<file path="src/rtl/rv6_exec_pkg.sv">
/*
 * RV6 execution cluster shared definitions.
 * Data width, opcode map, op_ir field layout, AMO codes and RAM geometry.
 */

`default_nettype none

package rv6_exec_pkg;

    ////////////////////////////////////////////////////////////
    // Widths
    ////////////////////////////////////////////////////////////

    // Integer datapath width.
    localparam int xlen    = 64;
    // Compressed instruction field carried with every op.
    localparam int op_ir_w = 15;

    // op_ir layout: opcode in [6:0], funct3 in [9:7], funct5 in [14:10].
    localparam int ir_f3_lo   = 7;
    localparam int ir_f5_lo   = 10;
    // Subtract / arithmetic shift select.
    localparam int ir_alt_bit = 13;
    // SYSTEM source select, a or b.
    localparam int ir_sys_bit = 9;

    ////////////////////////////////////////////////////////////
    // Opcodes and AMO function codes
    ////////////////////////////////////////////////////////////

    localparam logic [6:0] op_itype   = 7'b0010011;
    localparam logic [6:0] op_itype_w = 7'b0011011;
    localparam logic [6:0] op_rtype   = 7'b0110011;
    localparam logic [6:0] op_rtype_w = 7'b0111011;
    localparam logic [6:0] op_lui     = 7'b0110111;
    localparam logic [6:0] op_amo     = 7'b0101111;
    localparam logic [6:0] op_system  = 7'b1110011;

    // AMO funct5 encodings.
    localparam logic [4:0] amo_swap = 5'b00001;
    localparam logic [4:0] amo_add  = 5'b00000;
    localparam logic [4:0] amo_xor  = 5'b00100;
    localparam logic [4:0] amo_and  = 5'b01100;
    localparam logic [4:0] amo_or   = 5'b01000;
    localparam logic [4:0] amo_min  = 5'b10000;
    localparam logic [4:0] amo_max  = 5'b10100;
    localparam logic [4:0] amo_minu = 5'b11000;
    localparam logic [4:0] amo_maxu = 5'b11100;

    // Data RAM depth in doublewords.
    localparam int ram_words = 256;
    localparam int addr_w    = $clog2(ram_words);

    typedef logic [xlen-1:0]    word_t;
    typedef logic [op_ir_w-1:0] op_ir_t;
    typedef logic [addr_w-1:0]  mem_addr_t;

endpackage

`default_nettype wire
</file>
<file path="src/rtl/mem_if.sv">
/*
 * Single memory port bundle.
 * Agent side drives the request, the memory side answers with grant and data.
 */

`timescale 1ns/1ps
`default_nettype none

interface mem_if;
    import rv6_exec_pkg::*;

    // Request fields, held steady until gnt.
    logic      req;
    logic      we;
    mem_addr_t addr;
    word_t     wdata;
    // Grant this cycle, read data one cycle later.
    logic      gnt;
    word_t     rdata;

    modport master (
        output req, we, addr, wdata,
        input  gnt, rdata
    );

    modport slave (
        input  req, we, addr, wdata,
        output gnt, rdata
    );

endinterface

`default_nettype wire

</file>
<file path="src/rtl/amo_unit.sv">
/*
 * Atomic memory operation engine.
 * Read, modify in a local ALU, write back while holding the arbiter lock.
 */

`timescale 1ns/1ps
`default_nettype none

module amo_unit (
    input  logic                 clk,
    input  logic                 arst_n,
    input  logic                 amo_start,
    input  rv6_exec_pkg::op_ir_t amo_op_ir,
    input  rv6_exec_pkg::word_t  amo_addr,
    input  rv6_exec_pkg::word_t  amo_src,
    output logic                 amo_busy,
    output logic                 amo_done,
    output logic                 lock,
    output rv6_exec_pkg::word_t  amo_rdata,
    mem_if.master                mem
);
    import rv6_exec_pkg::*;

    typedef enum logic [1:0] {st_idle, st_rreq, st_rdata, st_wreq} amo_state_t;

    amo_state_t state;
    mem_addr_t  addr_q;
    word_t      src_q;
    op_ir_t     op_q;
    word_t      old_q;
    word_t      new_val;
    logic       accept;

    assign amo_busy = (state != st_idle) || amo_done;
    assign accept   = amo_start && !amo_busy;
    // Held from just after the read grant to the write grant.
    assign lock     = (state == st_rdata) || (state == st_wreq);

    ////////////////////////////////////////////////////////////
    // Sequencer
    ////////////////////////////////////////////////////////////

    always_ff @(posedge clk or negedge arst_n) begin
        if (!arst_n) begin
            state    <= st_idle;
            amo_done <= 1'b0;
        end else begin
            amo_done <= 1'b0;
            case (state)
                st_idle: begin
                    if (accept) state <= st_rreq;
                end
                st_rreq: begin
                    if (mem.gnt) state <= st_rdata;
                end
                // Old value lands here.
                st_rdata: state <= st_wreq;
                st_wreq: begin
                    if (mem.gnt) begin
                        state    <= st_idle;
                        amo_done <= 1'b1;
                    end
                end
                default: state <= st_idle;
            endcase
        end
    end

    // Operands, old value. Opcode forced to AMO for the local ALU.
    always_ff @(posedge clk) begin
        if (accept) begin
            addr_q <= amo_addr[addr_w+2:3];
            src_q  <= amo_src;
            op_q   <= {amo_op_ir[op_ir_w-1:7], op_amo};
        end
        if (state == st_rdata) old_q <= mem.rdata;
    end

    alu u_alu (
        .a       (old_q),
        .b       (src_q),
        .op_ir   (op_q),
        .alu_out (new_val)
    );

    assign mem.req   = (state == st_rreq) || (state == st_wreq);
    assign mem.we    = (state == st_wreq);
    assign mem.addr  = addr_q;
    assign mem.wdata = new_val;
    assign amo_rdata = old_q;

    ////////////////////////////////////////////////////////////
    // Checks
    ////////////////////////////////////////////////////////////

    a_start_idle: assert property (@(posedge clk) disable iff (!arst_n)
        amo_start |-> !amo_busy)
        else $error("amo_unit: amo_start while busy");

    // Nothing may slip in between read and write.
    a_lock_hold: assert property (@(posedge clk) disable iff (!arst_n)
        (mem.gnt && !mem.we) |=> lock ##1 (lock && mem.gnt && mem.we))
        else $error("amo_unit: write not granted under lock");

endmodule

`default_nettype wire

</file>
<file path="src/rtl/alu.sv">
/*
 * 64-bit integer ALU.
 * Covers I, R, W, LUI, SYSTEM and the AMO modify step, purely combinational.
 */

`timescale 1ns/1ps
`default_nettype none

module alu (
    input  rv6_exec_pkg::word_t  a,
    input  rv6_exec_pkg::word_t  b,
    input  rv6_exec_pkg::op_ir_t op_ir,
    output rv6_exec_pkg::word_t  alu_out
);
    import rv6_exec_pkg::*;

    logic [6:0]  opc;
    logic [2:0]  f3;
    logic [4:0]  f5;
    logic        alt;
    logic [31:0] w_res;
    word_t       amo_res;

    // Field split.
    assign opc = op_ir[6:0];
    assign f3  = op_ir[ir_f3_lo +: 3];
    assign f5  = op_ir[ir_f5_lo +: 5];
    assign alt = op_ir[ir_alt_bit];

    // Low word of the W forms, extended below.
    always_comb begin
        case (f3)
            3'b000:  w_res = (opc == op_rtype_w && alt) ? a[31:0] - b[31:0]
                                                        : a[31:0] + b[31:0];
            3'b001:  w_res = a[31:0] << b[4:0];
            3'b101:  w_res = alt ? $unsigned($signed(a[31:0]) >>> b[4:0])
                                 : a[31:0] >> b[4:0];
            default: w_res = a[31:0] + b[31:0];
        endcase
    end

    // Modify step, a is memory, b is rs2.
    always_comb begin
        case (f5)
            amo_swap: amo_res = b;
            amo_add:  amo_res = a + b;
            amo_xor:  amo_res = a ^ b;
            amo_and:  amo_res = a & b;
            amo_or:   amo_res = a | b;
            amo_min:  amo_res = ($signed(a) < $signed(b)) ? a : b;
            amo_max:  amo_res = ($signed(a) > $signed(b)) ? a : b;
            amo_minu: amo_res = (a < b) ? a : b;
            amo_maxu: amo_res = (a > b) ? a : b;
            default:  amo_res = '0;
        endcase
    end

    // Opcode select. Anything unknown falls back to add.
    always_comb begin
        case (opc)
            op_lui:    alu_out = b;
            op_amo:    alu_out = amo_res;
            op_system: alu_out = op_ir[ir_sys_bit] ? b : a;
            op_itype, op_rtype: begin
                case (f3)
                    3'b000:  alu_out = (opc == op_rtype && alt) ? a - b : a + b;
                    3'b001:  alu_out = a << b[5:0];
                    3'b010:  alu_out = word_t'($signed(a) < $signed(b));
                    3'b011:  alu_out = word_t'(a < b);
                    3'b100:  alu_out = a ^ b;
                    3'b101:  alu_out = alt ? $unsigned($signed(a) >>> b[5:0]) : a >> b[5:0];
                    3'b110:  alu_out = a | b;
                    default: alu_out = a & b;
                endcase
            end
            op_itype_w, op_rtype_w: alu_out = {{32{w_res[31]}}, w_res};
            default:   alu_out = a + b;
        endcase
    end

endmodule

`default_nettype wire

</file>
<file path="src/flat_wrapper.sv">
// flat-port wrapper written by rule: the top's interface ports become plain ports
module amo_unit_flat import rv6_exec_pkg::*;
  (clk, arst_n, amo_start, amo_op_ir, amo_addr, amo_src, amo_busy, amo_done, lock, amo_rdata, mem_req, mem_we, mem_addr, mem_wdata, mem_gnt, mem_rdata);
  mem_if mem_i ();
  input  logic clk;
  input  logic arst_n;
  input  logic amo_start;
  input  rv6_exec_pkg::op_ir_t amo_op_ir;
  input  rv6_exec_pkg::word_t amo_addr;
  input  rv6_exec_pkg::word_t amo_src;
  output logic amo_busy;
  output logic amo_done;
  output logic lock;
  output rv6_exec_pkg::word_t amo_rdata;
  output wire logic [$bits(mem_i.req)-1:0] mem_req;
  output wire logic [$bits(mem_i.we)-1:0] mem_we;
  output wire logic [$bits(mem_i.addr)-1:0] mem_addr;
  output wire logic [$bits(mem_i.wdata)-1:0] mem_wdata;
  input wire logic [$bits(mem_i.gnt)-1:0] mem_gnt;
  input wire logic [$bits(mem_i.rdata)-1:0] mem_rdata;
  assign mem_req = mem_i.req;
  assign mem_we = mem_i.we;
  assign mem_addr = mem_i.addr;
  assign mem_wdata = mem_i.wdata;
  assign mem_i.gnt = mem_gnt;
  assign mem_i.rdata = mem_rdata;
  amo_unit u_core (.clk(clk), .arst_n(arst_n), .amo_start(amo_start), .amo_op_ir(amo_op_ir), .amo_addr(amo_addr), .amo_src(amo_src), .amo_busy(amo_busy), .amo_done(amo_done), .lock(lock), .amo_rdata(amo_rdata), .mem(mem_i));
endmodule
</file>
<file path="config.mk">
export PLATFORM = sky130hd
export DESIGN_NAME = amo_unit_flat
export DESIGN_NICKNAME = d
export VERILOG_FILES = /design/src/rtl/rv6_exec_pkg.sv /design/src/rtl/mem_if.sv /design/src/rtl/amo_unit.sv /design/src/rtl/alu.sv /design/src/flat_wrapper.sv
export SDC_FILE = /design/constraint.sdc
export NUM_CORES = 1
export LEC_CHECK = 0
export BUFFER_PORTS_ARGS = -buffer_cell sky130_fd_sc_hd__buf_4
export CORE_MARGIN = 1
export CORE_UTILIZATION = 55
export DETAILED_ROUTE_END_ITERATION = 7
export PLACE_DENSITY = 0.83
export SETUP_SLACK_MARGIN = 0.05
export SLEW_MARGIN = 20
export SYNTH_ARGS = -nofsm -noshare
export SYNTH_HDL_FRONTEND = slang
export SYNTH_SLANG_ARGS = --single-unit
</file>
<file path="constraint.sdc">
create_clock -name clk -period 6.9 [get_ports clk]
set_clock_uncertainty 0.2 [all_clocks]
set_input_delay 0 -clock clk [delete_from_list [all_inputs] [get_ports clk]]
set_output_delay 0 -clock clk [all_outputs]
set_load 0.05 [all_outputs]
</file>
==> flow_summary.ini <==
[global_routing]
grt_start_max_net_pins = 73
grt_pass1_vias = 14000
grt_antenna_before_repair = 1
globalRouteTotalUtil_pct = 35.91
grt_pass1_wl_um = 73490
grt_overflow_total = 0

[synth]
ys_seq_area_share_pct = 31.07
synth_edf_count = 141
synth-warning-count = 0
synth-main-ff-cell = edfxtp_1
synth_cells = 1606
synth-seq-cells = 144
syn-num-nets = 2016
post_synth_num_cell_types = 69
synth_top_cells_by_area = edfxtp_1 31%, ha_1 18%, a21oi_1 5.4%
synthesis.area_um2 = 13870
yosysTopAreaCellShare_pct = 30.53
synth_top_cell_by_area = edfxtp_1
syn-mean-instance-area_um2 = 8.635
synthArstFlopShare_pct = 2.083

[timing]
timing.final.max_slew_violations = 0
setup_total_negative_slack_ns = 0
rsz0062_at_grt = false
timing.slew.headroom_pct = 21.43
hold_violations = 0
max_clock_freq_ghz = 0.1661
min_clock_period_post_route_ns = 6.022
tightest_slew_ns = 1.179
layout_worst_path_cycle_share_pct = 87.27
setup_ws_ns = 0.8782
setup-violations-final = 0

[worst_setup_path]
maximum_net_fanout_on_the_critical_path = 15
worstSetupEndpointType = output port
timing_worst_setup_path_type = flop to output port
cp_data_required_time_ns = 6.70
worst_r2r_startpoint = u_core.state[0]$_DFFE_PN0P_
critical_path.max_stage_delay_ns = 0.66
critical_path.cell_chain = inv_1 -> ha_1 -> nor4_1 -> nand4_1 -> nor4b_1 -> and3_1 -> o31a_1 -> nor4b_4 -> xnor2_1 -> mux2i_4 -> and2_2 -> buf_4 -> a221oi_2 -> o21ai_1 -> buf_4
cp_num_buf_inv = 3
timing.critical_path.slowest_stage_cell = nor4_1
worst_r2r_endpoint = u_core.src_q[54]$_DFFE_PP_
cpLargestDelayFamily = simple AND/OR/NAND/NOR gates
reg2reg_slack_ns = 3.84
worstPathArrival_ns = 5.82
crit_path_start_kind = flop
cp_common_cell = buf_4
rr_worst_depth = 5

[final_layout]
final_nets = 2379
area_growth_pct = 31.30
drive_gt1_share_pct = 18.87

[power]
power_density_nw_per_um2 = 377.7
vdd_drop_max_mv = 0.4070
power.internal_w = 0.003261
clockPowerShare_pct = 14.2
swShare_pct = 52.58
power.sequential.fraction_pct = 21.8
pwr-share-comb_pct = 64.1
p_sw_w = 0.003616
leakage_nw = 8.141

[cts]
clock_tree_from_tritoncts = done
htree_num_levels = 4
clkSlewWorstSetupHoldPaths_ns = 0.07
clk-insertion-delay-late_ns = 0.44
numCtsBuffers = 17
cts_num_sinks = 144
cts_resized = 0
clock_tree.buffer_depth = 2
clock_tree.root_cell = clkbuf_16

[route]
route.met2.wl_um = 22850
routed_met1_length_um = 18080
detailedRoute.firstIterationViolations = 1631
drt-total-wl_um = 46980
drtAntennaViolNets = 0
amount_of_wire_on_met3_after_detailed_routing_um = 4518
drt-pass1-iter-count = 6
drcViolationCount = 0
detail_route.vias_per_cell = 6.150
highest_signal_layer_in_the_routed_design = met4
routedWlPerCell_um = 20.36
vias = 14190

[die]
die_x_um = 160.8
die-height_um = 160.8
placeableCoreArea_um2 = 24530
num_rows = 57
floorplan.initialDensity_pct = 56.52
boundaryPins = 352
dieArea_um2 = 25850

[place]
io_buffers = 285
detailedPlace.worstSlack_ns = 1.580
place.gp.congestion = 0.9315
detailedPlacementHpwl_um = 31870

[run_status]
run_status = finished, final reports clean

[min_path]
worst_hold_path.endpoint = u_core.src_q[19]$_DFFE_PP_
hold_start = amo_src[19]
hp-class = input port to flop
min_delay_path_depth = 2

[run]
timing.max_cap.violations = 0
worst max path at each step:
stage	start	end	slack, ns	cells after the start
floorplan	u_core.amo_done$_DFF_PN0_	u_core.state[0]$_DFFE_PN0P_	1.57	6
global placement	u_core.amo_rdata[59]$_DFFE_PP_	mem_wdata[22]	1.62	15
detailed placement	u_core.amo_rdata[30]$_DFFE_PP_	mem_wdata[22]	1.58	15
CTS	u_core.amo_rdata[30]$_DFFE_PP_	mem_wdata[22]	1.0	15
global route	u_core.amo_rdata[30]$_DFFE_PP_	mem_wdata[45]	0.61	15
finish	u_core.amo_rdata[30]$_DFFE_PP_	mem_wdata[45]	0.88	15
cell usage in the layout, fill, tap and decap left out, types with 5 or more instances in the layout:
cell type,synthesis,final
a211oi_1,12,12
a21o_1,31,31
a21oi_1,151,151
a221o_1,9,9
a221oi_1,19,19
a221oi_2,20,20
a22oi_1,27,27
a31oi_1,9,9
and2_1,6,5
and3_1,6,6
buf_4,5,300
clkbuf_16,0,17
dlygate4sd3_1,0,145
edfxtp_1,141,141
ha_1,198,197
inv_1,161,161
inv_2,5,5
mux2i_1,19,19
nand2_1,110,110
nand2b_1,8,8
nand3_1,20,19
nand4_1,30,30
nor2_1,141,139
nor2b_1,17,17
nor3_1,13,13
nor4_1,9,9
o211ai_1,13,13
o21ai_0,87,87
o21ai_1,47,47
o21bai_1,17,17
o221ai_1,18,18
o22ai_1,26,26
o31a_1,6,6
o31ai_1,10,10
or3_1,5,5
or4_1,5,5
xnor2_1,38,38
xor2_1,22,22
final cells by class:
type	instances	area, um^2
diodes	1	2.502
clock buffers	18	429.2
clock inverters	14	168.9
fillers	1778	6326
inverters	168	630.6
multi-input cells	1193	8558
flip-flops and latches	144	4309
well taps	324	405.4
repair buffers	445	3704
metal layers:
layer	GRT usage [%]	vias to the layer above
met5	0	-
met4	14.84	0
met3	6.947	131
met2	62.14	847
met1	43.63	6683
li1	-	6527
power groups by stage:
stage | clock, W | combinational (W) | sequential (W)
after floorplan | 0 | 0.00272 | 0.00183
after detailed placement | 0 | 0.00422 | 0.00150
final | 0.000974 | 0.00441 | 0.00150
after global routing | 0.00100 | 0.00472 | 0.00152
after global placement | 0 | 0.00415 | 0.00149
after CTS | 0.000980 | 0.00431 | 0.00149
repair_timing:
action                    CTS  global route
hold buffers              145             0
hold endpoints to repair  181             0
setup buffers               0             0
worst register-to-register path, delay by kind of cell (launching register included):
family | cells | cell delay [ns]
flip-flops | 1 | 0.41
adder cells (fa/ha/maj) | 1 | 0.21
AND/OR/NAND/NOR | 2 | 0.93
buffers and inverters | 2 | 0.87
cells in the mapped netlist, types with 18 or more instances:
library cell and n:
nand4_1 30, nand3_1 20, xnor2_1 38, o22ai_1 26
nor2_1 141, o221ai_1 18, a21o_1 31, edfxtp_1 141
inv_1 161, a21oi_1 151, clkbuf_1 76, mux2i_1 19
ha_1 198, a221oi_2 20, nand2_1 110, o21ai_1 47
o21ai_0 87, a221oi_1 19, xor2_1 22, a22oi_1 27
per-stage QoR:
stage / instance area [um^2] / std cells / power, W / hold slack [ns] / util, %
floorplan: 13870 / 1606 / 0.004550 / -0.4956 / -
global placement: 16150 / 2129 / 0.005634 / -0.4062 / 65.83
detailed placement: 16150 / 2129 / 0.005723 / -0.4040 / 65.83
CTS: 18200 / 2306 / 0.006783 / 0.06643 / 74.18
global route: 18210 / 2307 / 0.007242 / 0.06996 / 74.21
finish: 18210 / 2307 / 0.006877 / 0.07312 / 74.21
sequential cells by signal, indices dropped and copies added, names as in the netlist:
name and count:
u_core.amo_rdata 64, u_core.src_q 64, u_core.mem.addr 8, u_core.op_q 5, u_core.state 2, u_core.amo_done 1
cells by family (layout without fill, tap and decap cells):
kind of cell	Yosys count	in the layout	share of synthesized area (%)
buffers and inverters	269	645	7.570
other	0	1	0
AND/OR/NAND/NOR	385	385	12.89
multiplexers	21	21	1.552
adder cells (fa/ha/maj)	199	199	18.01
flip-flops	144	144	31.07
AO/OA/AOI/OAI	527	527	24.99
XOR/XNOR	61	61	3.907
No activity file was read; power rests on OpenSTA's default activity.
