===== config.mk =====
export PLATFORM = sky130hd
export DESIGN_NAME = lsu_flat
export DESIGN_NICKNAME = d
export VERILOG_FILES = /design/src/rtl/rv6_exec_pkg.sv /design/src/rtl/mem_if.sv /design/src/rtl/lsu.sv /design/src/flat_wrapper.sv
export SDC_FILE = /design/constraint.sdc
export NUM_CORES = 1
export LEC_CHECK = 0
export ABC_CLOCK_PERIOD_IN_PS = 5800
export BUFFER_PORTS_ARGS = -buffer_cell sky130_fd_sc_hd__clkbuf_2
export CAP_MARGIN = 20
export CORE_AREA = 4 4 155 157
export DETAILED_ROUTE_END_ITERATION = 7
export DIE_AREA = 0 0 159 161
export HOLD_SLACK_MARGIN = 0.15
export PLACE_DENSITY = 0.57
export SYNTH_ARGS = -nofsm -noshare
export SYNTH_HDL_FRONTEND = slang
export SYNTH_SLANG_ARGS = --single-unit

===== constraint.sdc =====
create_clock -name clk -period 5.8 [get_ports clk]
set_clock_uncertainty 0.05 [all_clocks]
set_input_delay 0.29 -clock clk [delete_from_list [all_inputs] [get_ports clk]]
set_output_delay 0.29 -clock clk [all_outputs]
set_load 0.02 [all_outputs]

===== src/rtl/rv6_exec_pkg.sv =====
/*
 * RV6 execution cluster shared definitions.
 * Data width, opcode map, op_ir field layout, AMO codes and RAM geometry.
 */

`default_nettype none

package rv6_exec_pkg;

    ////////////////////////////////////////////////////////////
    // Widths
    ////////////////////////////////////////////////////////////

    // Integer datapath width.
    localparam int xlen    = 64;
    // Compressed instruction field carried with every op.
    localparam int op_ir_w = 15;

    // op_ir layout: opcode in [6:0], funct3 in [9:7], funct5 in [14:10].
    localparam int ir_f3_lo   = 7;
    localparam int ir_f5_lo   = 10;
    // Subtract / arithmetic shift select.
    localparam int ir_alt_bit = 13;
    // SYSTEM source select, a or b.
    localparam int ir_sys_bit = 9;

    ////////////////////////////////////////////////////////////
    // Opcodes and AMO function codes
    ////////////////////////////////////////////////////////////

    localparam logic [6:0] op_itype   = 7'b0010011;
    localparam logic [6:0] op_itype_w = 7'b0011011;
    localparam logic [6:0] op_rtype   = 7'b0110011;
    localparam logic [6:0] op_rtype_w = 7'b0111011;
    localparam logic [6:0] op_lui     = 7'b0110111;
    localparam logic [6:0] op_amo     = 7'b0101111;
    localparam logic [6:0] op_system  = 7'b1110011;

    // AMO funct5 encodings.
    localparam logic [4:0] amo_swap = 5'b00001;
    localparam logic [4:0] amo_add  = 5'b00000;
    localparam logic [4:0] amo_xor  = 5'b00100;
    localparam logic [4:0] amo_and  = 5'b01100;
    localparam logic [4:0] amo_or   = 5'b01000;
    localparam logic [4:0] amo_min  = 5'b10000;
    localparam logic [4:0] amo_max  = 5'b10100;
    localparam logic [4:0] amo_minu = 5'b11000;
    localparam logic [4:0] amo_maxu = 5'b11100;

    // Data RAM depth in doublewords.
    localparam int ram_words = 256;
    localparam int addr_w    = $clog2(ram_words);

    typedef logic [xlen-1:0]    word_t;
    typedef logic [op_ir_w-1:0] op_ir_t;
    typedef logic [addr_w-1:0]  mem_addr_t;

endpackage

`default_nettype wire

===== src/rtl/mem_if.sv =====
/*
 * Single memory port bundle.
 * Agent side drives the request, the memory side answers with grant and data.
 */

`timescale 1ns/1ps
`default_nettype none

interface mem_if;
    import rv6_exec_pkg::*;

    // Request fields, held steady until gnt.
    logic      req;
    logic      we;
    mem_addr_t addr;
    word_t     wdata;
    // Grant this cycle, read data one cycle later.
    logic      gnt;
    word_t     rdata;

    modport master (
        output req, we, addr, wdata,
        input  gnt, rdata
    );

    modport slave (
        input  req, we, addr, wdata,
        output gnt, rdata
    );

endinterface

`default_nettype wire


===== src/rtl/lsu.sv =====
/*
 * Doubleword load/store unit.
 * One access per start, base plus offset, through a shared memory port.
 */

`timescale 1ns/1ps
`default_nettype none

module lsu (
    input  logic                clk,
    input  logic                arst_n,
    input  logic                ls_start,
    input  logic                ls_we,
    input  rv6_exec_pkg::word_t ls_base,
    input  rv6_exec_pkg::word_t ls_offset,
    input  rv6_exec_pkg::word_t ls_wdata,
    output logic                ls_busy,
    output logic                ls_done,
    output rv6_exec_pkg::word_t ls_rdata,
    mem_if.master               mem
);
    import rv6_exec_pkg::*;

    typedef enum logic [1:0] {st_idle, st_req, st_rdata} lsu_state_t;

    lsu_state_t state;
    mem_addr_t  addr_q;
    logic       we_q;
    word_t      wdata_q;
    word_t      ea;
    logic       accept;

    // Effective byte address.
    assign ea     = ls_base + ls_offset;
    // Busy covers the done cycle too.
    assign ls_busy = (state != st_idle) || ls_done;
    assign accept  = ls_start && !ls_busy;

    always_ff @(posedge clk or negedge arst_n) begin
        if (!arst_n) begin
            state   <= st_idle;
            ls_done <= 1'b0;
        end else begin
            ls_done <= 1'b0;
            case (state)
                st_idle: begin
                    if (accept) state <= st_req;
                end
                st_req: begin
                    // Stores finish on the grant edge.
                    if (mem.gnt) begin
                        state   <= we_q ? st_idle : st_rdata;
                        ls_done <= we_q;
                    end
                end
                st_rdata: begin
                    state   <= st_idle;
                    ls_done <= 1'b1;
                end
                default: state <= st_idle;
            endcase
        end
    end

    // Request fields and load data.
    always_ff @(posedge clk) begin
        if (accept) begin
            addr_q  <= ea[addr_w+2:3];
            we_q    <= ls_we;
            wdata_q <= ls_wdata;
        end
        if (state == st_rdata) ls_rdata <= mem.rdata;
    end

    assign mem.req   = (state == st_req);
    assign mem.we    = we_q;
    assign mem.addr  = addr_q;
    assign mem.wdata = wdata_q;

    // No new access while one is in flight.
    a_start_idle: assert property (@(posedge clk) disable iff (!arst_n)
        ls_start |-> !ls_busy)
        else $error("lsu: ls_start while busy");

endmodule

`default_nettype wire


===== src/flat_wrapper.sv =====
// flat-port wrapper written by rule: the top's interface ports become plain ports
module lsu_flat import rv6_exec_pkg::*;
  (clk, arst_n, ls_start, ls_we, ls_base, ls_offset, ls_wdata, ls_busy, ls_done, ls_rdata, mem_req, mem_we, mem_addr, mem_wdata, mem_gnt, mem_rdata);
  mem_if mem_i ();
  input  logic clk;
  input  logic arst_n;
  input  logic ls_start;
  input  logic ls_we;
  input  rv6_exec_pkg::word_t ls_base;
  input  rv6_exec_pkg::word_t ls_offset;
  input  rv6_exec_pkg::word_t ls_wdata;
  output logic ls_busy;
  output logic ls_done;
  output rv6_exec_pkg::word_t ls_rdata;
  output wire logic [$bits(mem_i.req)-1:0] mem_req;
  output wire logic [$bits(mem_i.we)-1:0] mem_we;
  output wire logic [$bits(mem_i.addr)-1:0] mem_addr;
  output wire logic [$bits(mem_i.wdata)-1:0] mem_wdata;
  input wire logic [$bits(mem_i.gnt)-1:0] mem_gnt;
  input wire logic [$bits(mem_i.rdata)-1:0] mem_rdata;
  assign mem_req = mem_i.req;
  assign mem_we = mem_i.we;
  assign mem_addr = mem_i.addr;
  assign mem_wdata = mem_i.wdata;
  assign mem_i.gnt = mem_gnt;
  assign mem_i.rdata = mem_rdata;
  lsu u_core (.clk(clk), .arst_n(arst_n), .ls_start(ls_start), .ls_we(ls_we), .ls_base(ls_base), .ls_offset(ls_offset), .ls_wdata(ls_wdata), .ls_busy(ls_busy), .ls_done(ls_done), .ls_rdata(ls_rdata), .mem(mem_i));
endmodule

==> metrics.md, run 1 <==
| Metric | Value |
|---|---|
| Outcome | completed |
| Netlist cell types | 28 |
| Num CTS Buffers | 17 |
| Starting Density | 0.209 |
| Reg power frac | 0.428 |
| P_sw | 1.07 mW |
| Core area | 22,500 um^2 |
| FILL cells | 2,103 |
| First-pass GRT wire length | 23.9 mm |
| Reg area | 4190 um^2 |
| Number of DRC markers in iteration 0 | 196 |
| RSZ-0062 raised after global routing | false |
| Die ar. | 25,600 um^2 |
| Commonest cells after routing, fill and taps aside | clkbuf_2, edfxtp_1, dlygate4sd3_1, clkbuf_16, ha_1 |
| Clk buf depth | 2 |
| Share of layout cells above drive strength 1 | 0.501 |
| Final hold vios | 0 |
| Port Buffers | 294 |
| Pwr per Cell Area | 404 nW/um^2 |
| Largest net degree at the start of global routing | between 70 and 80 |
| Row cnt | 55 |
| Remaining DRCs | 0 |
| Area of the multi-input gates | 492 um^2 |
| Post-layout util | 0.376 |
| FMAX | 484 MHz |
| DR vias | 3,610 |
| Number of routed nets with antenna violations | 0 |
| Dpl ws | between 3000 and 4000 ps |
| Die height | 161 um |
| Gr usage total | 0.122 |
| CTS tree | built |
| Worst skew pair latency | around 400 ps |
| Synth Cell Area | 4700 um^2 |
| Worst EP required | 5780 ps |
| Root buf cell | clkbuf_16 |
| WHS Path Cells | 3 |
| Number of synthesized flops with an enable pin | 137 |
| DR vias/cell | 3.81 |
| DP HPWL | between 10 and 15 mm |
| Ys flop type | edfxtp_1 |
| Gate power share | 0.240 |
| GPL Wtd Cong | 0.730 |
| Worst-Margin Slew | around 1100 ps |
| Crit path capture type | register |
| Area growth syn-to-layout | 80.4% |
| Worst-path clk slew | 60 ps |
| Synth async-reset ratio | 0.0214 |
| Crit-path max FO | 73 |
| P_int | about 2.3 mW |
| Leakage | 3.61 nW |
| Slew margin rel. | 0.299 |
| Worst-case vdd ir drop | 193 uV |
| Routed WL | 15.2 mm |
| Ports | 401 |
| H-tree depth | 4 |
| Synth Area per Inst | 22.9 um^2 |
| Initial antenna violation count | 0 |
| Clk sinks | 140 |
| Reg2reg path depth | 3 |
| WS Path Type | register to register |
| Final Max Tran Viols | 0 |
| Routed wire per std cell | 16.1 um |
| Seq/Total Area, Yosys | 0.892 |
| FF+latch count, synth | between 100 and 150 |
| DRT Pass-1 Iters | 4 |
| Setup TNS | 0 ps |
| Tightest Hold Check Type | input pin to register |
| Nets | between 900 and 1,000 |
| Max Cap Viol | 0 |
| Most common cell after layout, fill and taps aside | clkbuf_2 |
| Syn. warnings | 0 |
| N_diodes | 0 |
| Syn nets | around 480 |
| Sw Ratio | 0.313 |
| WP data arrival | 2050 ps |
| Endpoints failing setup | 0 |
| Final setup margin | ~3700 ps |
| Final period util | 0.356 |
| Die width | 159 um |
| GRT Residual Overflow | 0 |
| Mapped Cells | 205 |
| Worst setup SP type | register |
| Clock share of power | 0.332 |
| Total power | 3.42 mW |
| Tmin final | 2070 ps |
| Vias in the first global route | between 4,000 and 5,000 |
[stage by stage]
step,hold slack [ps],cells,area (um^2)
floorplan,-55.6,205,4700
global placement,42.6,785,6540
detailed placement,45.6,785,6540
CTS,259,948,8470
global route,290,948,8470
finish,317,948,8470
[layer usage]
metal  up-vias  global-route usage  wire, um  share of wire
met5         -                   0         0              0
met4         0              0.0343       147         0.0096
met3         6              0.0646      1790           0.12
met2       230               0.207      7500           0.49
met1      1665               0.134      5810           0.38
li1       1709                   -         -              -
[cells by family after synthesis]
logic type,Yosys count,share of synthesized area
compound gates,18,0.0309
xor+xnor,9,0.0168
fa+ha+maj,13,0.0346
buf+inv,6,0.00480
flops,140,0.892
simple gates,19,0.0208
[what timing repair did]
| action | CTS | global route |
|---|---|---|
| gates resized for setup | 0 | 0 |
| buffers inserted | 0 | 0 |
| hold buffers | 132 | 0 |
| endpoints found under the hold margin | 134 | 0 |
[worst max-delay path, cell delays in order, from the launching register on]
cell and delay [ps]:
dfrtp_1 380, inv_1 120, ha_1 200, and3_4 830
[final timing paths]
| kind | from | to | slack [ps] |
|---|---|---|---|
| max | u_core.state[0]$_DFFE_PN0P_ | u_core.mem.wdata[43]$_DFFE_PP_ | 3730 |
| min reg2reg | u_core.mem.we$_DFFE_PP_ | u_core.state[1]$_DFFE_PN0P_ | 470 |
| max in group asynchronous | arst_n | u_core.state[0]$_DFFE_PN0P_ | 4830 |
| max reg2reg | u_core.state[0]$_DFFE_PN0P_ | u_core.mem.wdata[43]$_DFFE_PP_ | 3730 |
| min | ls_base[10] | u_core.mem.addr[7]$_DFFE_PP_ | 320 |
| min in group asynchronous | arst_n | u_core.ls_done$_DFF_PN0_ | 710 |
[cell usage after synthesis (2+ instances only)]
master	n	area, um^2
edfxtp_1	137	4110
ha_1	13	163
a21oi_1	6	30.0
inv_1	6	22.5
nand2_1	5	18.8
xnor2_1	5	43.8
xor2_1	4	35.0
dfrtp_1	3	75.1
nand3_1	3	15.0
nand4_1	3	18.8
nor2_1	2	7.51
nor3_1	2	10.0
[cell type report]
| class | count | share of cell area |
|---|---|---|
| Timing Repair Buffer | 427 | 0.331 |
| Inverter | 6 | 0.00266 |
| Multi-Input combinational cell | 59 | 0.0581 |
| Tap cell | 285 | 0.0421 |
| Clock inverter | 14 | 0.0219 |
| Clock buffer | 17 | 0.0502 |
| Sequential cell | 140 | 0.495 |
[state kept, by name (all words and copies together), names as in the netlist]
register / count
u_core.ls_done: 1
u_core.ls_rdata: 64
u_core.mem.addr: 8
u_core.mem.wdata: 64
u_core.mem.we: 1
u_core.state: 2
[power by group through the flow]
stage | sequential [mW] | clock, mW | combinational, mW
6_report | 1.46 | 1.13 | 0.821
5_1_grt | 1.48 | 1.23 | 0.893
4_1_cts | 1.46 | 1.19 | 0.836
3_5_place_dp | 1.48 | 0 | 0.762
3_3_place_gp | 1.48 | 0 | 0.763
2_1_floorplan | 1.74 | 0 | 0.185
(Power assumes the default switching activity.)
==> inputs of run 2 (changes only) <==
--- a/config.mk
+++ b/config.mk
@@ -5,14 +5,14 @@
 export SDC_FILE = /design/constraint.sdc
 export NUM_CORES = 1
 export LEC_CHECK = 0
-export ABC_CLOCK_PERIOD_IN_PS = 5800
+export ABC_CLOCK_PERIOD_IN_PS = 1700
 export BUFFER_PORTS_ARGS = -buffer_cell sky130_fd_sc_hd__clkbuf_2
 export CAP_MARGIN = 20
 export CORE_AREA = 4 4 155 157
 export DETAILED_ROUTE_END_ITERATION = 7
 export DIE_AREA = 0 0 159 161
 export HOLD_SLACK_MARGIN = 0.15
-export PLACE_DENSITY = 0.57
+export PLACE_DENSITY = 0.59
 export SYNTH_ARGS = -nofsm -noshare
 export SYNTH_HDL_FRONTEND = slang
 export SYNTH_SLANG_ARGS = --single-unit
==> constraint.sdc (replaced) <==
create_clock -name clk -period 1.7 [get_ports clk]
set_clock_uncertainty 0.05 [all_clocks]
set_input_delay 0.085 -clock clk [delete_from_list [all_inputs] [get_ports clk]]
set_output_delay 0.085 -clock clk [all_outputs]
set_load 0.02 [all_outputs]
==> metrics.md, run 2 (synthesis gave the netlist of run 1 again) <==
| Metric | Value |
|---|---|
| Final hold vios | 0 |
| Setup bufs post-CTS | 0 |
| Slew margin rel. | 0.776 |
| Most common cell after layout, fill and taps aside | clkbuf_2 |
| WP data arrival | 1760 ps |
| Largest net degree at the start of global routing | 34 |
| First-pass GRT wire length | 23.6 mm |
| Wl on met1 | 5.82 mm |
| WS Path Type | input pin to register |
| Remaining DRCs | 0 |
| GRT Residual Overflow | 0 |
| Worst-case vdd ir drop | 608 uV |
| Pwr per Cell Area | 1390 nW/um^2 |
| Row cnt | 55 |
| FMAX | 606 MHz |
| Leakage | 3.73 nW |
| RSZ-0062 raised after global routing | false |
| Setup TNS | 0 ps |
| Clk sinks | 140 |
| Initial antenna violation count | 1 |
| Die width | 159 um |
| Ports | between 400 and 500 |
| Share of layout cells above drive strength 1 | 0.507 |
| Worst-Margin Slew | 336 ps |
| Starting Density | 0.209 |
| Crit-path max FO | 4 |
| Root buf cell | clkbuf_16 |
| Top Metal Used | met4 |
| Core area | 22,500 um^2 |
| CP Cell Sequence | dlygate4sd3_1 > clkbuf_2 > ha_1 > dlygate4sd3_1 > xnor2_1 |
| Met2 Wirelength | 7.69 mm |
| DP HPWL | 11.2 mm |
| Worst EP required | ~1800 ps |
| Tightest Hold Check Type | input pin to register |
| Endpoints failing setup | 0 |
| Commonest cells after routing, fill and taps aside | clkbuf_2, dlygate4sd3_1, edfxtp_1, clkbuf_16, ha_1 |
| Worst skew pair latency | 400 ps |
| Die height | 161 um |
| Outcome | completed |
| Routed WL | 15.4 mm |
| H-tree depth | 4 |
| Final Max Tran Viols | 0 |
| DR vias/cell | 3.79 |
| Top cell by count, worst path | dlygate4sd3_1 |
| CTS tree | built |
| Die ar. | between 20,000 and 30,000 um^2 |
| Gr usage total | 0.121 |
| Num CTS Buffers | 17 |
| FILL cells | between 2,000 and 2,500 |
| Tmin final | 1650 ps |
| Crit path capture type | register |
| GPL Wtd Cong | 0.813 |
| CP Buf/Inv Count | 3 |
| Area of the multi-input gates | ~510 um^2 |
| Number of routed nets with antenna violations | 0 |
| Met3 Wirelength | 1.44 mm |
| Max Cap Viol | 0 |
| Family with the most delay on the worst path | buffers and inverters |
| Area growth syn-to-layout | 86.2% |
| Nets | 943 |
| DRT Pass-1 Iters | 4 |
| Non-Filler Instances | 968 |
| Placed Cells | 797 |
| Worst-path clk slew | 60 ps |
| Total power | 12.2 mW |
| Port Buffers | 294 |
| Worst setup SP type | input pin |
| Final period util | 0.971 |
| Routed wire per std cell | 15.9 um |
| Reg area | 4190 um^2 |
| Crit path largest cell delay | 590 ps |
| DR vias | approximately 3,700 |
| CP max stage cell | dlygate4sd3_1 |
| Clk buf depth | 2 |
| Post-layout util | 0.388 |
| Number of DRC markers in iteration 0 | around 190 |
| Vias in the first global route | 3,971 |
-- run 2: area by class of cell --
| cell class | instances | share of cell area |
|---|---|---|
| Multi-Input combinational cell | 59 | 0.0588 |
| Sequential cell | 140 | 0.479 |
| Tap cell | 285 | 0.0408 |
| Inverter | 6 | 0.00258 |
| Clock buffer | 18 | 0.0491 |
| Antenna cell | 1 | 0.000286 |
| Clock inverter | 14 | 0.0246 |
| Timing Repair Buffer | 445 | 0.345 |
-- run 2: worst min-delay path: stages --
cell	delay [ps]
clkbuf_2	80
ha_1	180
a21oi_2	50
xnor2_1	130
-- run 2: what timing repair did --
| item | 4_1_cts | 5_1_grt |
|---|---|---|
| gates resized for setup | 0 | 0 |
| hold endpoints to repair | 140 | 0 |
| hold buffers | 138 | 0 |
-- run 2: per-stage QoR --
stage,instance area [um^2],hold WS (ps),worst slack (ps)
6_report,8740,177,49.4
5_1_grt,8740,187,33.2
4_1_cts,8740,158,79.6
3_5_place_dp,6710,-165,-90.6
3_3_place_gp,6710,-163,-96.0
2_1_floorplan,4730,-261,-18.7
-- run 2: power by group --
part           leakage, nW  internal (mW)  switching [mW]  total [mW]
clock                0.313           2.62            1.46        4.07
sequential            1.30           4.75           0.214        4.96
combinational         2.12           1.14            2.00        3.14
total                 3.73           8.51            3.67        12.2
-- run 2: final timing paths --
check	slack, ps	startpoint	end	cells past startpoint
worst min register to register	490	u_core.mem.we$_DFFE_PP_	u_core.state[1]$_DFFE_PN0P_	1
max in group asynchronous	940	arst_n	u_core.state[1]$_DFFE_PN0P_	3
min in group asynchronous	510	arst_n	u_core.ls_done$_DFF_PN0_	3
worst min-delay path	180	ls_base[8]	u_core.mem.addr[6]$_DFFE_PP_	4
worst max-delay path	50	ls_offset[9]	u_core.mem.addr[6]$_DFFE_PP_	5
worst max register to register	120	u_core.state[0]$_DFFE_PN0P_	u_core.mem.wdata[49]$_DFFE_PP_	4
-- run 2: routing by layer --
metal,vias to the layer above,global-route usage
met1,1700,0.135
met2,205,0.204
met3,22,0.0556
met5,-,0
met4,0,0.0473
li1,1743,-
==> inputs of run 3 (changes only) <==
--- a/config.mk
+++ b/config.mk
@@ -8,9 +8,9 @@
 export ABC_CLOCK_PERIOD_IN_PS = 1700
 export BUFFER_PORTS_ARGS = -buffer_cell sky130_fd_sc_hd__clkbuf_2
 export CAP_MARGIN = 20
-export CORE_AREA = 4 4 155 157
+export CORE_AREA = 4 4 154 156
 export DETAILED_ROUTE_END_ITERATION = 7
-export DIE_AREA = 0 0 159 161
+export DIE_AREA = 0 0 158 160
 export HOLD_SLACK_MARGIN = 0.15
 export PLACE_DENSITY = 0.59
 export SYNTH_ARGS = -nofsm -noshare
==> metrics.md, run 3 (synthesis gave the netlist of run 1 again) <==
| Metric | Value |
|---|---|
| Slew margin rel. | 0.769 |
| Crit path largest cell delay | 560 ps |
| Worst-Margin Slew | 347 ps |
| Endpoints failing setup | 0 |
| Worst setup SP type | input pin |
| Post-layout util | 0.388 |
| DR vias | 3,674 |
| Row cnt | 55 |
| Largest net degree at the start of global routing | 36 |
| GPL Wtd Cong | 0.752 |
| Final Max Tran Viols | 0 |
| FILL cells | 2,072 |
| WP data arrival | 1690 ps |
| Total power | 11.8 mW |
| Number of routed nets with antenna violations | 0 |
| Crit-path max FO | 4 |
| Core area | about 22,000 um^2 |
| Gr usage total | 0.118 |
| Family with the most delay on the worst path | buffers and inverters |
| Max Cap Viol | 0 |
| Reg2reg path depth | 4 |
| Die height | 160 um |
| Tmin final | around 1600 ps |
| Pwr per Cell Area | roughly 1400 nW/um^2 |
| Clk buf depth | 2 |
| Worst-path clk slew | 60 ps |
| CP max stage cell | dlygate4sd3_1 |
| DP HPWL | 11.1 mm |
| Clock share of power | 0.319 |
| Root buf cell | clkbuf_16 |
| Ports | 401 |
| Final hold vios | 0 |
| Die ar. | 25,300 um^2 |
| Port Buffers | 294 |
| Worst skew pair latency | 400 ps |
| P_sw | 3.66 mW |
| FMAX | 630 MHz |
| Most common cell after layout, fill and taps aside | clkbuf_2 |
| Vias in the first global route | 3,974 |
| Sw Ratio | 0.309 |
| WS Path Type | input pin to register |
| R2R Setup Slk | 160 ps |
| Gate power share | 0.262 |
| Worst hold start | ls_offset[8] |
| Area growth syn-to-layout | 84.9% |
| RR Startpoint | u_core.state[1]$_DFFE_PN0P_ |
| DR vias/cell | 3.80 |
| N_diodes | 0 |
| Reg power frac | 0.419 |
| GRT Residual Overflow | 0 |
| Hold slack | 188 ps |
| CTS tree | built |
| CP Depth | 5 |
| Nets | 942 |
| First-pass GRT wire length | 22.4 mm |
| Share of layout cells above drive strength 1 | 0.511 |
| Starting Density | 0.210 |
| Number of DRC markers in iteration 0 | 177 |
| Worst EP required | 1800 ps |
| Worst-case vdd ir drop | ~570 uV |
| Leakage | about 3.7 nW |
| Final period util | 0.934 |
| Die width | 158 um |
| Endpoint, Worst Hold | u_core.mem.addr[5]$_DFFE_PP_ |
| Crit path capture type | register |
| Remaining DRCs | 0 |
| RSZ-0062 raised after global routing | false |
| Tightest Hold Check Type | input pin to register |
| CP Buf/Inv Count | 3 |
| H-tree depth | 4 |
| Commonest cells after routing, fill and taps aside | clkbuf_2, dlygate4sd3_1, edfxtp_1, clkbuf_16, ha_1 |
| CP Cell Sequence | dlygate4sd3_1 > clkbuf_2 > ha_4 > dlygate4sd3_1 > xnor2_1 |
| Clk sinks | 140 |
| DRT Pass-1 Iters | 4 |
| Num CTS Buffers | 17 |
| Routed WL | around 15 mm |
| P_int | 8.18 mW |
| Final Cell Area | slightly below 9000 um^2 |
| RR Endpoint | u_core.mem.wdata[7]$_DFFE_PP_ |
| Placed cell areas | around 6700 um^2 |
| Initial antenna violation count | 0 |
| Outcome | completed |
| Top cell by count, worst path | dlygate4sd3_1 |
| Routed wire per std cell | roughly 16 um |
| WHS Path Cells | 3 |
run 3: changes by cell type in the layout (fill, tap and decap cells not counted), sizes merged:
cell	delta
diode	-1
dlygate4sd3	-1
clkinvlp	+3
clkinv	+1
bufinv	-2
inv	-2
run 3: final cells by class:
type,instances,area [um^2],area share
flip-flops and latches,140,4190,0.482
multi-input cells,59,527,0.0607
inverters,6,22.5,0.00259
clock inverters,14,170,0.0196
clock buffers,18,429,0.0494
repair buffers,444,2990,0.344
well taps,285,357,0.0411
run 3: worst min-delay path, cell delays in order:
cell and delay, ps:
clkbuf_2 90, ha_1 210, xor2_1 90
run 3: worst max-delay path by stage:
stage                           startpoint                      endpoint  slack [ps]
3_3_place_gp                    ls_base[2]  u_core.mem.addr[4]$_DFFE_PP_         -80
4_1_cts                       ls_offset[9]  u_core.mem.addr[6]$_DFFE_PP_          70
3_5_place_dp                    ls_base[2]  u_core.mem.addr[4]$_DFFE_PP_        -150
5_1_grt                       ls_offset[9]  u_core.mem.addr[6]$_DFFE_PP_          90
2_1_floorplan  u_core.state[0]$_DFFE_PN0P_  u_core.mem.addr[0]$_DFFE_PP_         -20
6_report                      ls_offset[9]  u_core.mem.addr[6]$_DFFE_PP_         110
run 3: power groups by stage:
stage | registers, mW | clock network, mW | logic, mW
floorplan | 5.88 | 0 | 0.684
global placement | 5.00 | 0 | 2.88
detailed placement | 5.03 | 0 | 2.90
CTS | 4.96 | 3.93 | 3.17
global route | 5.03 | 4.10 | 3.34
finish | 4.96 | 3.77 | 3.11
run 3: what timing repair did:
| item | CTS | global route |
|---|---|---|
| endpoints found under the hold margin | 137 | 0 |
| hold buffers | 137 | 0 |
| setup buffers | 0 | 0 |
| resized for setup | 0 | 1 |
| setup endpoints to repair | 0 | 1 |
run 3: routing by layer:
layer,wire length [um],share of wire,vias to the layer above,track usage
met5,0,0,-,0
met2,7760,0.51,191,0.211
li1,-,-,1741,-
met3,1400,0.092,7,0.0461
met1,5930,0.39,1735,0.129
met4,146,0.0096,0,0.0361
run 3: stage by stage:
| step | cells | TNS, ps | worst slack [ps] |
|---|---|---|---|
| after floorplan | 205 | -1370 | -18.7 |
| after global placement | 797 | -267 | -79.7 |
| after detailed placement | 797 | -481 | -154 |
| after CTS | 966 | 0 | 73.6 |
| after global routing | 966 | 0 | 94.8 |
| final | 966 | 0 | 113 |
